--- config.mk ---
export PLATFORM = sky130hd
export DESIGN_NAME = soc_periph_top
export DESIGN_NICKNAME = d
export VERILOG_FILES = /design/src/soc_pkg.sv /design/src/apb_if.sv /design/src/soc_periph_top.sv /design/src/gpio_apb.sv /design/src/apb_decoder.sv /design/src/clk_mon_div8.sv /design/src/core_reset_sync.sv
export SDC_FILE = /design/constraint.sdc
export NUM_CORES = 1
export LEC_CHECK = 0
export BUFFER_PORTS_ARGS = -buffer_cell sky130_fd_sc_hd__buf_4
export CORE_UTILIZATION = 46
export CTS_CLUSTER_DIAMETER = 200
export CTS_CLUSTER_SIZE = 12
export DETAILED_ROUTE_END_ITERATION = 16
export PLACE_DENSITY = 0.85
export RECOVER_POWER = 100
export SLEW_MARGIN = 5
export SYNTH_ARGS = -nofsm -noshare
export SYNTH_HDL_FRONTEND = slang
export SYNTH_SLANG_ARGS = --single-unit
--- constraint.sdc ---
create_clock -name dev_clk -period 3.6 [get_ports dev_clk]
set_clock_uncertainty 0.1 [all_clocks]
set_input_delay 0.72 -clock dev_clk [delete_from_list [all_inputs] [get_ports dev_clk]]
set_output_delay 0.72 -clock dev_clk [all_outputs]
set_load 0.02 [all_outputs]
--- src/soc_pkg.sv ---
`default_nettype none

package soc_pkg;

  // APB link widths
  parameter int APB_ADDR_W = 32;
  parameter int APB_DATA_W = 32;

  // low address bits that fall inside one 4 KB window
  parameter int WIN_W = 12;

  // address map
  parameter logic [APB_ADDR_W-1:0] SPI_BASE  = 32'h1000_0000;
  parameter logic [APB_ADDR_W-1:0] UART_BASE = 32'h1000_1000;
  parameter logic [APB_ADDR_W-1:0] GPIO_BASE = 32'h1000_2000;

  // GPIO register offsets inside the window
  typedef enum logic [WIN_W-1:0] {
    REG_OUT      = 'h00,
    REG_DIR      = 'h04,
    // read only, synchronized pin levels
    REG_IN       = 'h08,
    REG_INT_EN   = 'h0C,
    // write 1 to clear
    REG_INT_STAT = 'h10
  } gpio_reg_e;

endpackage

`default_nettype wire
--- src/apb_if.sv ---
`timescale 1ns/1ps
`default_nettype none

interface apb_if;
  import soc_pkg::*;

  logic [APB_ADDR_W-1:0] paddr;
  logic                  psel;
  logic                  penable;
  logic                  pwrite;
  logic [APB_DATA_W-1:0] pwdata;
  logic [APB_DATA_W-1:0] prdata;
  logic                  pready;
  logic                  pslverr;

  modport requester (
    output paddr, psel, penable, pwrite, pwdata,
    input  prdata, pready, pslverr
  );

  modport completer (
    input  paddr, psel, penable, pwrite, pwdata,
    output prdata, pready, pslverr
  );

endinterface

`default_nettype wire

--- src/soc_periph_top.sv ---
`timescale 1ns/1ps
`default_nettype none

module soc_periph_top #(
  parameter int GPIO_W = 6
) (
  input  logic                          dev_clk,
  input  logic                          reset_n,
  input  logic [soc_pkg::APB_ADDR_W-1:0] paddr_i,
  input  logic                          psel_i,
  input  logic                          penable_i,
  input  logic                          pwrite_i,
  input  logic [soc_pkg::APB_DATA_W-1:0] pwdata_i,
  output logic [soc_pkg::APB_DATA_W-1:0] prdata_o,
  output logic                          pready_o,
  output logic                          pslverr_o,
  input  logic [GPIO_W-1:0]             gpio_i,
  output logic [GPIO_W-1:0]             gpio_o,
  output logic [GPIO_W-1:0]             gpio_oe_o,
  input  logic                          irq_uart_i,
  input  logic                          irq_spi_i,
  output logic                          irq_o,
  output logic                          core_rst_n_o,
  output logic                          core_clk_mon_o
);

  logic [GPIO_W+1:0] gpio_pins;

  apb_if up_bus ();
  apb_if gpio_bus ();

  core_reset_sync u_core_reset_sync (
    .dev_clk      (dev_clk),
    .reset_n      (reset_n),
    .core_rst_n_o (core_rst_n_o)
  );

  clk_mon_div8 u_clk_mon_div8 (
    .dev_clk   (dev_clk),
    .reset_n   (reset_n),
    .clk_mon_o (core_clk_mon_o)
  );

  // external requester onto the internal link
  assign up_bus.paddr   = paddr_i;
  assign up_bus.psel    = psel_i;
  assign up_bus.penable = penable_i;
  assign up_bus.pwrite  = pwrite_i;
  assign up_bus.pwdata  = pwdata_i;
  assign prdata_o       = up_bus.prdata;
  assign pready_o       = up_bus.pready;
  assign pslverr_o      = up_bus.pslverr;

  apb_decoder u_apb_decoder (
    .dev_clk (dev_clk),
    .reset_n (reset_n),
    .up_i    (up_bus.completer),
    .gpio_o  (gpio_bus.requester)
  );

  // uart and spi interrupts ride above the external pins
  assign gpio_pins = {irq_spi_i, irq_uart_i, gpio_i};

  gpio_apb #(
    .GPIO_W (GPIO_W)
  ) u_gpio_apb (
    .dev_clk   (dev_clk),
    .reset_n   (reset_n),
    .bus_i     (gpio_bus.completer),
    .pins_i    (gpio_pins),
    .gpio_o    (gpio_o),
    .gpio_oe_o (gpio_oe_o),
    .irq_o     (irq_o)
  );

endmodule

`default_nettype wire

--- src/gpio_apb.sv ---
`timescale 1ns/1ps
`default_nettype none

module gpio_apb #(
  parameter int GPIO_W = 6
) (
  input  logic              dev_clk,
  input  logic              reset_n,
  apb_if.completer          bus_i,
  input  logic [GPIO_W+1:0] pins_i,
  output logic [GPIO_W-1:0] gpio_o,
  output logic [GPIO_W-1:0] gpio_oe_o,
  output logic              irq_o
);
  import soc_pkg::*;

  // external pins plus the uart and spi interrupt lines
  localparam int PIN_W = GPIO_W + 2;

  logic [GPIO_W-1:0]     out_q;
  logic [GPIO_W-1:0]     dir_q;
  logic [PIN_W-1:0]      int_en_q;
  logic [PIN_W-1:0]      int_stat_q;
  logic [PIN_W-1:0]      sync1_q;
  logic [PIN_W-1:0]      sync2_q;
  logic [PIN_W-1:0]      sync_d_q;
  logic                  irq_q;
  logic [PIN_W-1:0]      rise;
  logic [PIN_W-1:0]      stat_clr;
  logic                  wr_en;
  gpio_reg_e             reg_off;
  logic [APB_DATA_W-1:0] rd_data;

  assign reg_off = gpio_reg_e'(bus_i.paddr[WIN_W-1:0]);

  // no wait states, so the access phase always ends the transfer
  assign wr_en = bus_i.psel & bus_i.penable & bus_i.pwrite;

  always_ff @(posedge dev_clk or negedge reset_n) begin
    if (!reset_n) begin
      out_q    <= '0;
      dir_q    <= '0;
      int_en_q <= '0;
    end else if (wr_en) begin
      case (reg_off)
        REG_OUT:    out_q    <= bus_i.pwdata[GPIO_W-1:0];
        REG_DIR:    dir_q    <= bus_i.pwdata[GPIO_W-1:0];
        REG_INT_EN: int_en_q <= bus_i.pwdata[PIN_W-1:0];
        default:    ;
      endcase
    end
  end

  // two-flop synchronizer and a delayed copy for edge detect
  always_ff @(posedge dev_clk or negedge reset_n) begin
    if (!reset_n) begin
      sync1_q  <= '0;
      sync2_q  <= '0;
      sync_d_q <= '0;
    end else begin
      sync1_q  <= pins_i;
      sync2_q  <= sync1_q;
      sync_d_q <= sync2_q;
    end
  end

  assign rise = sync2_q & ~sync_d_q & int_en_q;

  always_comb begin
    stat_clr = '0;
    if (wr_en && reg_off == REG_INT_STAT) begin
      stat_clr = bus_i.pwdata[PIN_W-1:0];
    end
  end

  // a new edge wins over a clear in the same cycle
  always_ff @(posedge dev_clk or negedge reset_n) begin
    if (!reset_n) begin
      int_stat_q <= '0;
      irq_q      <= 1'b0;
    end else begin
      int_stat_q <= (int_stat_q & ~stat_clr) | rise;
      irq_q      <= |int_stat_q;
    end
  end

  always_comb begin
    rd_data = '0;
    case (reg_off)
      REG_OUT:      rd_data[GPIO_W-1:0] = out_q;
      REG_DIR:      rd_data[GPIO_W-1:0] = dir_q;
      REG_IN:       rd_data[PIN_W-1:0]  = sync2_q;
      REG_INT_EN:   rd_data[PIN_W-1:0]  = int_en_q;
      REG_INT_STAT: rd_data[PIN_W-1:0]  = int_stat_q;
      default:      rd_data = '0;
    endcase
  end

  assign bus_i.prdata  = rd_data;
  assign bus_i.pready  = bus_i.psel & bus_i.penable;
  assign bus_i.pslverr = 1'b0;

  assign gpio_o    = out_q;
  assign gpio_oe_o = dir_q;
  assign irq_o     = irq_q;

  a_irq_follows_stat: assert property (
    @(posedge dev_clk) disable iff (!reset_n)
    ($past(int_stat_q) == '0) |-> !irq_o
  ) else $error("irq_o high with no pending status on the previous edge");

endmodule

`default_nettype wire

--- src/apb_decoder.sv ---
`timescale 1ns/1ps
`default_nettype none

module apb_decoder (
  input  logic     dev_clk,
  input  logic     reset_n,
  apb_if.completer up_i,
  apb_if.requester gpio_o
);
  import soc_pkg::*;

  logic gpio_win;
  logic spi_win;
  logic uart_win;
  logic access;
  logic err_access;

  function automatic logic in_window(
    input logic [APB_ADDR_W-1:0] addr,
    input logic [APB_ADDR_W-1:0] base
  );
    in_window = (addr[APB_ADDR_W-1:WIN_W] == base[APB_ADDR_W-1:WIN_W]);
  endfunction

  assign gpio_win = in_window(up_i.paddr, GPIO_BASE);
  // spi and uart windows have no target behind them any more
  assign spi_win  = in_window(up_i.paddr, SPI_BASE);
  assign uart_win = in_window(up_i.paddr, UART_BASE);

  assign access     = up_i.psel & up_i.penable;
  assign err_access = access & ~gpio_win;

  // only the GPIO window sees a select
  assign gpio_o.paddr   = up_i.paddr;
  assign gpio_o.psel    = up_i.psel & gpio_win;
  assign gpio_o.penable = up_i.penable & gpio_win;
  assign gpio_o.pwrite  = up_i.pwrite;
  assign gpio_o.pwdata  = up_i.pwdata;

  // unmapped space answers at once with an error
  always_comb begin
    if (gpio_win) begin
      up_i.prdata  = gpio_o.prdata;
      up_i.pready  = gpio_o.pready;
      up_i.pslverr = gpio_o.pslverr;
    end else begin
      up_i.prdata  = '0;
      up_i.pready  = err_access;
      up_i.pslverr = err_access;
    end
  end

  a_psel_mapped: assert property (
    @(posedge dev_clk) disable iff (!reset_n)
    gpio_o.psel |-> !spi_win && !uart_win && in_window(gpio_o.paddr, GPIO_BASE)
  ) else $error("forwarded psel on unmapped address %h", gpio_o.paddr);

  a_penable_psel: assert property (
    @(posedge dev_clk) disable iff (!reset_n)
    up_i.penable |-> up_i.psel
  ) else $error("penable high without psel");

endmodule

`default_nettype wire

--- src/clk_mon_div8.sv ---
`timescale 1ns/1ps
`default_nettype none

module clk_mon_div8 (
  input  logic dev_clk,
  input  logic reset_n,
  output logic clk_mon_o
);

  logic [1:0] cnt_q;
  logic       mon_q;

  // toggle every fourth edge, one eighth of dev_clk
  always_ff @(posedge dev_clk or negedge reset_n) begin
    if (!reset_n) begin
      cnt_q <= 2'd0;
      mon_q <= 1'b0;
    end else begin
      cnt_q <= cnt_q + 2'd1;
      if (cnt_q == 2'd3) begin
        mon_q <= ~mon_q;
      end
    end
  end

  // brought out to a pad so the PLL can be checked off-chip
  assign clk_mon_o = mon_q;

endmodule

`default_nettype wire

--- src/core_reset_sync.sv ---
`timescale 1ns/1ps
`default_nettype none

module core_reset_sync (
  input  logic dev_clk,
  input  logic reset_n,
  output logic core_rst_n_o
);

  logic rst_s1;
  logic rst_s2;
  logic rst_s3;

  // assert asynchronously, release after three dev_clk edges
  always_ff @(posedge dev_clk or negedge reset_n) begin
    if (!reset_n) begin
      rst_s1 <= 1'b0;
      rst_s2 <= 1'b0;
      rst_s3 <= 1'b0;
    end else begin
      rst_s1 <= 1'b1;
      rst_s2 <= rst_s1;
      rst_s3 <= rst_s2;
    end
  end

  assign core_rst_n_o = rst_s3;

endmodule

`default_nettype wire

==> impl_metrics.csv, run 1 <==
group,metric,value,unit
worst_setup_path,critPathCapture,"prdata_o[4]",
status,status,"finished, final reports clean",
layout,final_common_cell,"dfrtp_1",
place,placement.io_buffers,77,
route,firstDrtPassIters,4,
layout,final_cell_mix,"59 x dfrtp_1, 49 x buf_4, 25 x nand2_1, 25 x conb_1, 21 x clkbuf_1",
worst_setup_path,crit_chain,"clkbuf_4 -> or4_4 -> or3_1 -> or4b_4 -> a21oi_1 -> clkbuf_2",
die,core_area,5570,µm²
route,routedWlPerCell,15.8,µm
layout,num-fill-cells,469,
worst_setup_path,slowest_stage,"or4b_4",
worst_setup_path,critical_path_buf_inv_count,2,
timing,slew_viol_final,0,
timing,fin_setup_tns,0,ns
grt,grt.overflow.total,0,
worst_hold_path,min_path_type,"reg2reg",
grt,grt_max_degree,60,
place,finalWeightedCongestion,0.780,
die,die_h,78.5,µm
power_and_ir_drop,p_switching,354,µW
power_and_ir_drop,ir_drop,469,µV
die,top_level_ports,126,
route,drcViolationCount,0,
power_and_ir_drop,power,1.48,mW
die,dieArea,6160,µm²
power_and_ir_drop,p_seq_share,46.2,%
clock_tree,cts_tree,"done",
worst_setup_path,end_kind,"primary output",
worst_setup_path,crit_fanout,6,
route,ant_nets,0,
place,dp_slack,-0.0741,ns
place,hpwl,4.40,mm
timing,relSlewSlack,6.40,%
power_and_ir_drop,internal_power,1.13,mW
layout,fin_cells,387,
power_and_ir_drop,clock_power_share,45.3,%
timing,worst_slack,0.0902,ns
worst_setup_path,crit_family,"simple AND/OR/NAND/NOR gates",
worst_setup_path,cp_num_cells,6,
yosys,ys_seq_area_share,54.9,%
worst_setup_path,r2r_cells,2,
worst_setup_path,startpoint,"paddr_i[9]",
die,die_w,78.5,µm
yosys,synth_seq_cells,59,
timing,fin_crit,3.51,ns
layout,fin_util,61.1,%
worst_setup_path,worstSetupPathType,"in2out",
power_and_ir_drop,power_density,435,nW/µm²
route,via_per_inst,5.34,
worst_setup_path,r2r_start,"u_gpio_apb.int_stat_q[5]",
yosys,synth_area_per_cell,12.3,µm²
layout,drive_above_1_share,33.7,%
worst_setup_path,cp.arrival,2.69,ns
power_and_ir_drop,switching_share,23.9,%
layout,antenna_cells,0,
layout,layout.nets,388,
layout,area_growth,26.6,%
worst_setup_path,r2r_end,"u_gpio_apb.irq_o",
grt,grt_pass1_vias,2061,
grt,antenna_found_initial,0,
timing,setup_viol,0,
clock_tree,cts.sinks,59,
grt,grt_pass1_wl,9.84,mm
timing,hold_viol,0,
power_and_ir_drop,p_comb_share,8.5,%
timing,period_share,97.5,%
grt,track_usage,21.6,%
route,drt_first_iter_violations,144,
worst_hold_path,hp-start,"u_gpio_apb.sync1_q[5]",
timing,tightestPinTransition,1.40,ns
die,fp-row-count,27,
run,max-cap-violations,0,
clock_tree,clock-root-buffer,"clkbuf_8",
timing,max_freq,0.285,GHz
worst_setup_path,slowest_delay,0.57,ns
worst_setup_path,start_kind,"input pin",
yosys,synth_flop_cell,"dfrtp_1",
yosys,synth_edf_count,0,
clock_tree,htree_levels,3,
clock_tree,cts_buffers,9,
layout,multiInputGateArea,1050,µm²
yosys,synth_warnings,0,
yosys,mappedNetlistArea,2690,µm²
clock_tree,cts.hold.buffers_added,0,
clock_tree,clkLatencyLatePin,0.34,ns
route,wirelength,6.12,mm
clock_tree,clk_pin_slew,0.06,ns
layout,seq_area,1480,µm²
timing,rsz0062_at_grt,"no",
yosys,netlist_instances,219,
worst_setup_path,reg2reg_slack,2.61,ns
place,dp.cells,371,
power_and_ir_drop,p_leak,1.53,nW
clock_tree,cts_buffer_depth,2,
worst_setup_path,critPathRequiredTime,2.78,ns
yosys,synth_cell_types,37,
route,num_vias,2068,
yosys,synthArstFlopShare,100,%
clock_tree,cts_setup_buffers,0,
die,start_util,48.2,%
how the worst min path moves through the flow:
stage / to / cells past startpoint
floorplan: u_core_reset_sync.core_rst_n_o / 0
global placement: u_gpio_apb.sync2_q[4] / 0
detailed placement: u_gpio_apb.sync2_q[5] / 0
CTS: u_gpio_apb.sync2_q[5] / 0
global route: u_gpio_apb.sync2_q[7] / 0
finish: u_gpio_apb.sync2_q[5] / 0
flip-flops by register name, summed over array words and instances (netlist names):
name,count
u_clk_mon_div8.clk_mon_o,1
u_gpio_apb.int_en_q,8
u_core_reset_sync.core_rst_n_o,1
u_gpio_apb.int_stat_q,8
u_gpio_apb.sync_d_q,8
u_gpio_apb.irq_o,1
u_gpio_apb.gpio_oe_o,6
u_gpio_apb.gpio_o,6
u_gpio_apb.sync2_q,8
u_core_reset_sync.rst_s2,1
u_clk_mon_div8.cnt_q,2
u_gpio_apb.sync1_q,8
u_core_reset_sync.rst_s1,1
final cells by class:
cell class / instances / share of cell area (%)
Sequential cell: 59 / 43.4
Multi-Input combinational cell: 151 / 30.8
Timing Repair Buffer: 88 / 16.4
Clock buffer: 9 / 3.64
Clock inverter: 7 / 2.98
Tap cell: 72 / 2.65
Inverter: 1 / 0.110
cells in the mapped netlist (3+ instances only):
cell / count / share of area, %
a21oi_1: 6 / 1.1
a22oi_1: 8 / 2.2
buf_4: 24 / 6.7
clkbuf_1: 4 / 0.56
dfrtp_1: 59 / 55
mux2_2: 14 / 5.9
mux2_4: 6 / 3.4
mux2i_1: 6 / 2.2
nand2_1: 25 / 3.5
nand2b_1: 3 / 0.70
nor2b_1: 4 / 0.93
nor4_1: 6 / 1.4
o21ai_0: 9 / 1.7
o22a_1: 6 / 2.0
o41ai_1: 8 / 2.6
or3_1: 3 / 0.70
power by group through the flow:
stage	Combinational (mW)	Clock (mW)	Sequential [mW]
finish	0.125	0.671	0.684
global route	0.137	0.712	0.685
CTS	0.128	0.685	0.684
detailed placement	0.128	0	0.697
global placement	0.125	0	0.696
floorplan	0.0741	0	0.696
timing repair:
| action | CTS | global route |
|---|---|---|
| pin swaps | 0 | 0 |
| setup endpoints to repair | 6 | 2 |
| gates resized for setup | 1 | 2 |
routing by layer:
| metal | track usage, % | vias up | share of wire, % |
|---|---|---|---|
| li1 | - | 928 | - |
| met1 | 27.1 | 1016 | 40 |
| met2 | 35.2 | 115 | 50 |
| met3 | 5.93 | 9 | 8.2 |
| met4 | 9.07 | 0 | 1.5 |
| met5 | 0 | - | 0 |
cell families (layout without fill, tap and decap cells):
kind of cell	after synthesis	in the layout	share of synthesized area, %
muxes	26	26	11.4
and+or+nand+nor	57	57	13.5
buffers and inverters	32	105	8.14
adders and majority gates	1	1	0.465
xor gates and xnor gates	1	1	0.326
DFF	59	59	54.9
other	2	25	0.279
AOI/OAI and AO/OA	41	41	10.9
metrics by stage:
step / hold WS [ns] / cell area [µm²]
after floorplan: 0.231 / 2780
after global placement: 0.233 / 3310
after detailed placement: 0.235 / 3310
after CTS: 0.250 / 3540
after global routing: 0.252 / 3400
final: 0.248 / 3400
No activity file was read; power rests on OpenSTA's default activity.
==> inputs of run 2 (changes only) <==
--- a/config.mk
+++ b/config.mk
@@ -10,8 +10,10 @@
 export CTS_CLUSTER_DIAMETER = 200
 export CTS_CLUSTER_SIZE = 12
 export DETAILED_ROUTE_END_ITERATION = 16
+export MAX_ROUTING_LAYER = met4
 export PLACE_DENSITY = 0.85
 export RECOVER_POWER = 100
+export REMOVE_ABC_BUFFERS = 1
 export SLEW_MARGIN = 5
 export SYNTH_ARGS = -nofsm -noshare
 export SYNTH_HDL_FRONTEND = slang
==> run 2 against run 1 <==
Setup slack lost 0.072 ns. Register-to-register slack worse by 0.05 ns. Cell area rose by 1.5%. Sequential share of layout area decreased by 0.64 points. Fmax down 2.0%. Worst hold slack got worse by 0.0017 ns. Core utilization is 0.92 points higher. Clock power rose by 22%. Flip-flop and latch count is the same. Largest power group is now clock. Via count is 0.15% lower. Clock-buffer cell count is 3 higher.
==> impl_metrics.csv, run 2 (synthesized netlist as in run 1, its figures left out) <==
group,metric,value,unit
worst_setup_path,worstSetupPathType,"in2out",
worst_setup_path,slowest_delay,0.52,ns
layout,layout.nets,390,
grt,grt_pass1_wl,9.73,mm
route,firstDrtPassIters,5,
timing,tightestPinTransition,1.41,ns
timing,setup_viol,0,
power_and_ir_drop,p_comb_share,7.7,%
place,finalWeightedCongestion,0.829,
route,ant_nets,0,
worst_setup_path,r2r_cells,2,
clock_tree,clk_pin_slew,0.06,ns
timing,relSlewSlack,5.78,%
grt,grt_max_degree,60,
place,placement.io_buffers,77,
die,core_area,5570,µm²
route,routedWlPerCell,16.2,µm
worst_setup_path,crit_top_cell,"buf_4",
worst_setup_path,r2r_start,"u_gpio_apb.int_stat_q[6]",
layout,final_area,3460,µm²
clock_tree,cts_tree,"done",
power_and_ir_drop,switching_share,20.0,%
worst_hold_path,min_path_cells,0,
die,start_util,48.2,%
timing,fin_crit,3.58,ns
worst_setup_path,crit_fanout,3,
worst_setup_path,cp_num_cells,8,
worst_setup_path,crit_chain,"clkbuf_4 -> or4_4 -> clkbuf_1 -> nor4_1 -> buf_4 -> a2bb2oi_1 -> a2111oi_1 -> buf_4",
worst_setup_path,startpoint,"paddr_i[9]",
power_and_ir_drop,power_density,471,nW/µm²
worst_hold_path,hp-start,"u_gpio_apb.sync1_q[5]",
place,hpwl,4.31,mm
route,via_per_inst,5.31,
clock_tree,cts_buffers,9,
layout,drive_above_1_share,32.2,%
timing,slew_viol_final,0,
route,num_vias,2065,
worst_setup_path,cp.arrival,2.76,ns
timing,max_freq,0.279,GHz
power_and_ir_drop,internal_power,1.30,mW
die,dieArea,6160,µm²
layout,antenna_cells,0,
power_and_ir_drop,p_switching,325,µW
status,status,"finished, final reports clean",
worst_setup_path,slowest_stage,"or4_4",
clock_tree,cts_buffer_depth,2,
grt,grt.overflow.total,0,
timing,period_share,99.5,%
worst_setup_path,crit_family,"simple AND/OR/NAND/NOR gates",
power_and_ir_drop,clock_power_share,50.2,%
clock_tree,clkLatencyLatePin,0.33,ns
worst_setup_path,critical_path_buf_inv_count,4,
power_and_ir_drop,ir_drop,473,µV
route,drcViolationCount,0,
clock_tree,htree_levels,3,
die,die_h,78.5,µm
worst_setup_path,end_kind,"primary output",
clock_tree,cts.sinks,59,
route,wirelength,6.30,mm
grt,antenna_found_initial,0,
worst_hold_path,min_path_type,"reg2reg",
grt,track_usage,22.1,%
power_and_ir_drop,p_seq_share,42.1,%
power_and_ir_drop,power,1.63,mW
place,placed_area,3330,µm²
worst_setup_path,critPathRequiredTime,2.78,ns
die,top_level_ports,126,
timing,hold_viol,0,
route,drt_first_iter_violations,55,
layout,final_common_cell,"dfrtp_1",
power_and_ir_drop,p_leak,1.56,nW
die,die_w,78.5,µm
clock_tree,clock-root-buffer,"clkbuf_8",
layout,final_cell_mix,"59 x dfrtp_1, 53 x buf_4, 25 x nand2_1, 25 x conb_1, 24 x clkbuf_1",
grt,grt_pass1_vias,1994,
die,fp-row-count,27,
run,max-cap-violations,0,
worst_setup_path,start_kind,"input pin",
layout,area_growth,28.5,%
## run 2: changes by cell type in the layout (fill, tap and decap cells not counted), sizes merged
cell	change
clkinvlp	-2
inv	-1
buf	+4
bufinv	+2
clkbuf	+1
clkinv	-2
## run 2: path summary, 6_finish.rpt
kind                                            end  slack (ns)
max                                     prdata_o[7]        0.02
min in group asynchronous    u_gpio_apb.int_en_q[5]        0.62
min                           u_gpio_apb.sync2_q[5]        0.25
max reg2reg                        u_gpio_apb.irq_o        2.56
max in group asynchronous  u_gpio_apb.int_stat_q[3]        1.94
min reg2reg                   u_gpio_apb.sync2_q[5]        0.25
## run 2: power by group through the flow
stage / clock, mW / sequential [mW] / combinational (mW)
finish: 0.817 / 0.685 / 0.125
global route: 0.865 / 0.686 / 0.137
CTS: 0.831 / 0.685 / 0.128
detailed placement: 0 / 0.697 / 0.128
global placement: 0 / 0.696 / 0.126
floorplan: 0 / 0.696 / 0.0505
## run 2: per-layer routing
| metal | vias up | wire length [µm] | global-route usage [%] | part of all wire [%] |
|---|---|---|---|---|
| met5 | - | 0 | - | 0 |
| met4 | 0 | 44 | 6.30 | 0.70 |
| met3 | 5 | 462 | 6.74 | 7.3 |
| met2 | 103 | 3290 | 36.8 | 52 |
| met1 | 1016 | 2510 | 25.9 | 40 |
| li1 | 941 | - | - | - |
## run 2: what timing repair did
item / 4_1_cts / 5_1_grt
buffers inserted: 0 / 0
hold endpoints to repair: 0 / 0
hold buffers: 0 / 0
setup endpoints to repair: 6 / 2
resized for setup: 1 / 2
## run 2: metrics by stage
step	util, %	hold slack (ns)	TNS [ns]	worst slack, ns	instances
floorplan	-	0.231	-0.646	-0.126	211
global placement	59.7	0.232	-0.392	-0.124	373
detailed placement	59.7	0.235	-0.372	-0.127	373
CTS	64.7	0.249	0	0.0240	389
global route	62.0	0.255	-0.0526	-0.0526	389
finish	62.0	0.246	0	0.0181	389
## run 2: layout make-up
class	count	area [µm²]
clock buffers	12	155
clock inverters	4	120
fillers	470	2120
inverters	1	3.75
multi-input cells	151	1030
flip-flops and latches	59	1480
well taps	72	90.1
repair buffers	90	577
==> inputs of run 3 (changes only) <==
--- a/config.mk
+++ b/config.mk
@@ -5,7 +5,9 @@
 export SDC_FILE = /design/constraint.sdc
 export NUM_CORES = 1
 export LEC_CHECK = 0
+export ABC_CLOCK_PERIOD_IN_PS = 3300
 export BUFFER_PORTS_ARGS = -buffer_cell sky130_fd_sc_hd__buf_4
+export CAP_MARGIN = 20
 export CORE_UTILIZATION = 46
 export CTS_CLUSTER_DIAMETER = 200
 export CTS_CLUSTER_SIZE = 12
==> constraint.sdc (replaced) <==
create_clock -name dev_clk -period 3.3 [get_ports dev_clk]
set_clock_uncertainty 0.1 [all_clocks]
set_input_delay 0.66 -clock dev_clk [delete_from_list [all_inputs] [get_ports dev_clk]]
set_output_delay 0.66 -clock dev_clk [all_outputs]
set_load 0.02 [all_outputs]
==> run 3 against run 2 <==
The flow now finishes with violations (setup timing). Non-clock buffer count grew 2. Core utilization grew 0.25 points. Clock power shrank 11%. First-iteration DRC count grew 150%. Power shrank 0.66%. Register-to-register slack lost 0.40 ns. Sequential power grew 9.1%. Largest cell class unchanged.
==> impl_metrics.csv, run 3 (synthesized netlist as in run 1, its figures left out) <==
group,metric,value,unit
timing,holdWs,0.242,ns
route,firstDrtPassIters,4,
status,violations,"setup timing",
power_and_ir_drop,power_density,466,nW/µm²
worst_setup_path,cp.arrival,2.57,ns
timing,fin_setup_tns,-0.0995,ns
layout,multiInputGateArea,1050,µm²
clock_tree,cts.hold.buffers_added,0,
place,placement.io_buffers,77,
timing,period_share,101,%
timing,relSlewSlack,7.89,%
worst_setup_path,critPathRequiredTime,2.54,ns
grt,antenna_found_initial,0,
worst_setup_path,end_kind,"primary output",
worst_setup_path,r2r_end,"u_gpio_apb.irq_o",
clock_tree,clock-root-buffer,"clkbuf_8",
route,wirelength,6.25,mm
grt,track_usage,22.5,%
die,fp-row-count,27,
clock_tree,cts.sinks,59,
route,num_vias,2078,
layout,seq_area,1480,µm²
clock_tree,cts_setup_buffers,0,
worst_hold_path,min_path_type,"reg2reg",
clock_tree,clkLatencyLatePin,0.32,ns
place,hpwl,4.31,mm
timing,tightestPinTransition,1.38,ns
layout,final_cell_mix,"60 x buf_4, 59 x dfrtp_1, 25 x nand2_1, 25 x conb_1, 21 x clkbuf_1",
grt,grt.overflow.total,0,
layout,num-fill-cells,449,
worst_setup_path,r2r_start,"u_gpio_apb.int_stat_q[6]",
layout,antenna_cells,0,
worst_setup_path,reg2reg_slack,2.16,ns
route,drcViolationCount,0,
worst_setup_path,worstSetupPathType,"in2out",
place,dp.cells,375,
worst_setup_path,crit_fanout,6,
grt,gr-usage-met1,26.3,%
route,drt_first_iter_violations,136,
timing,slew_viol_final,0,
power_and_ir_drop,p_leak,1.56,nW
clock_tree,cts_tree,"done",
layout,drive_above_1_share,35.4,%
layout,layout.nets,392,
route,ant_nets,0,
run,max-cap-violations,0,
timing,setup_viol,5,
place,finalWeightedCongestion,0.828,
timing,fin_crit,3.33,ns
die,start_util,48.2,%
worst_setup_path,critPathCapture,"prdata_o[1]",
worst_setup_path,startpoint,"paddr_i[9]",
grt,grt_max_degree,60,
clock_tree,clk_pin_slew,0.06,ns
clock_tree,cts_buffers,9,
status,status,"finished, violations left",
die,top_level_ports,126,
timing,rsz0062_at_grt,"yes",
timing,worst_slack,-0.0304,ns
worst_setup_path,start_kind,"input pin",
grt,grt_pass1_vias,2078,
layout,final_area,3470,µm²
clock_tree,cts_buffer_depth,2,
layout,final_common_cell,"buf_4",
clock_tree,htree_levels,3,
die,die_h,78.5,µm
route,via_per_inst,5.31,
timing,max_freq,0.300,GHz
timing,hold_viol,0,
power_and_ir_drop,ir_drop,491,µV
die,die_w,78.5,µm
grt,met3_usage,5.81,%
die,dieArea,6160,µm²
place,placed_area,3340,µm²
route,routedWlPerCell,16.0,µm
layout,fin_cells,391,
worst_setup_path,r2r_cells,2,
grt,grt_pass1_wl,9.92,mm
die,core_area,5570,µm²
grt,busiest_layer,"met2",
grt,use_met2,37.6,%
layout,area_growth,29.0,%
==> run 3: changes by cell type in the layout (fill, tap and decap cells not counted), sizes merged <==
cell      delta
buf          +9
bufinv       -2
clkbuf       -7
clkinv       +1
clkinvlp     +1
==> run 3: worst min path at each step <==
| stage | start | endpoint | slack [ns] | depth (start not counted) |
|---|---|---|---|---|
| final | u_gpio_apb.sync1_q[0] | u_gpio_apb.sync2_q[0] | 0.24 | 0 |
| after floorplan | u_core_reset_sync.rst_s2 | u_core_reset_sync.core_rst_n_o | 0.23 | 0 |
| after CTS | u_gpio_apb.sync1_q[0] | u_gpio_apb.sync2_q[0] | 0.24 | 0 |
| after global routing | u_core_reset_sync.rst_s1 | u_core_reset_sync.rst_s2 | 0.25 | 0 |
| after detailed placement | u_gpio_apb.sync1_q[0] | u_gpio_apb.sync2_q[0] | 0.23 | 0 |
| after global placement | u_gpio_apb.sync1_q[3] | u_gpio_apb.sync2_q[3] | 0.23 | 0 |
==> run 3: timing repair <==
item / 4_1_cts / 5_1_grt
setup endpoints to repair: 8 / 8
resized for setup: 11 / 1
pin swaps: 0 / 2
==> run 3: critical path, stage by stage <==
cell     delay, ns
buf_6         0.09
or4_4         0.53
or3_4         0.38
or4b_4        0.58
a21oi_1       0.17
buf_4         0.16
==> run 3: per-layer routing <==
layer / up-vias / share of wire (%)
met3: 14 / 9.2
met5: - / 0
met2: 123 / 50
met1: 1004 / 38
li1: 937 / -
met4: 0 / 1.9
==> run 3: final cells by class <==
type,count,area share (%)
Clock buffer,12,4.47
Clock inverter,4,2.09
Inverter,1,0.108
Multi-Input combinational cell,151,30.3
Sequential cell,59,42.6
Tap cell,72,2.60
Timing Repair Buffer,92,17.9
==> run 3: stage by stage <==
stage          setup WS (ns)  total power, mW  util (%)
6_report             -0.0304             1.62      62.2
5_1_grt              -0.0577             1.68      62.2
4_1_cts              -0.0153             1.63      64.7
3_5_place_dp          -0.289            0.901      59.9
3_3_place_gp          -0.304            0.897      59.9
2_1_floorplan         -0.306            0.814         -
==> run 3: power by group <==
group          internal (mW)  switching, mW  leakage, nW
sequential             0.740        0.00695        0.711
combinational         0.0617         0.0772        0.737
clock                  0.465          0.265        0.113
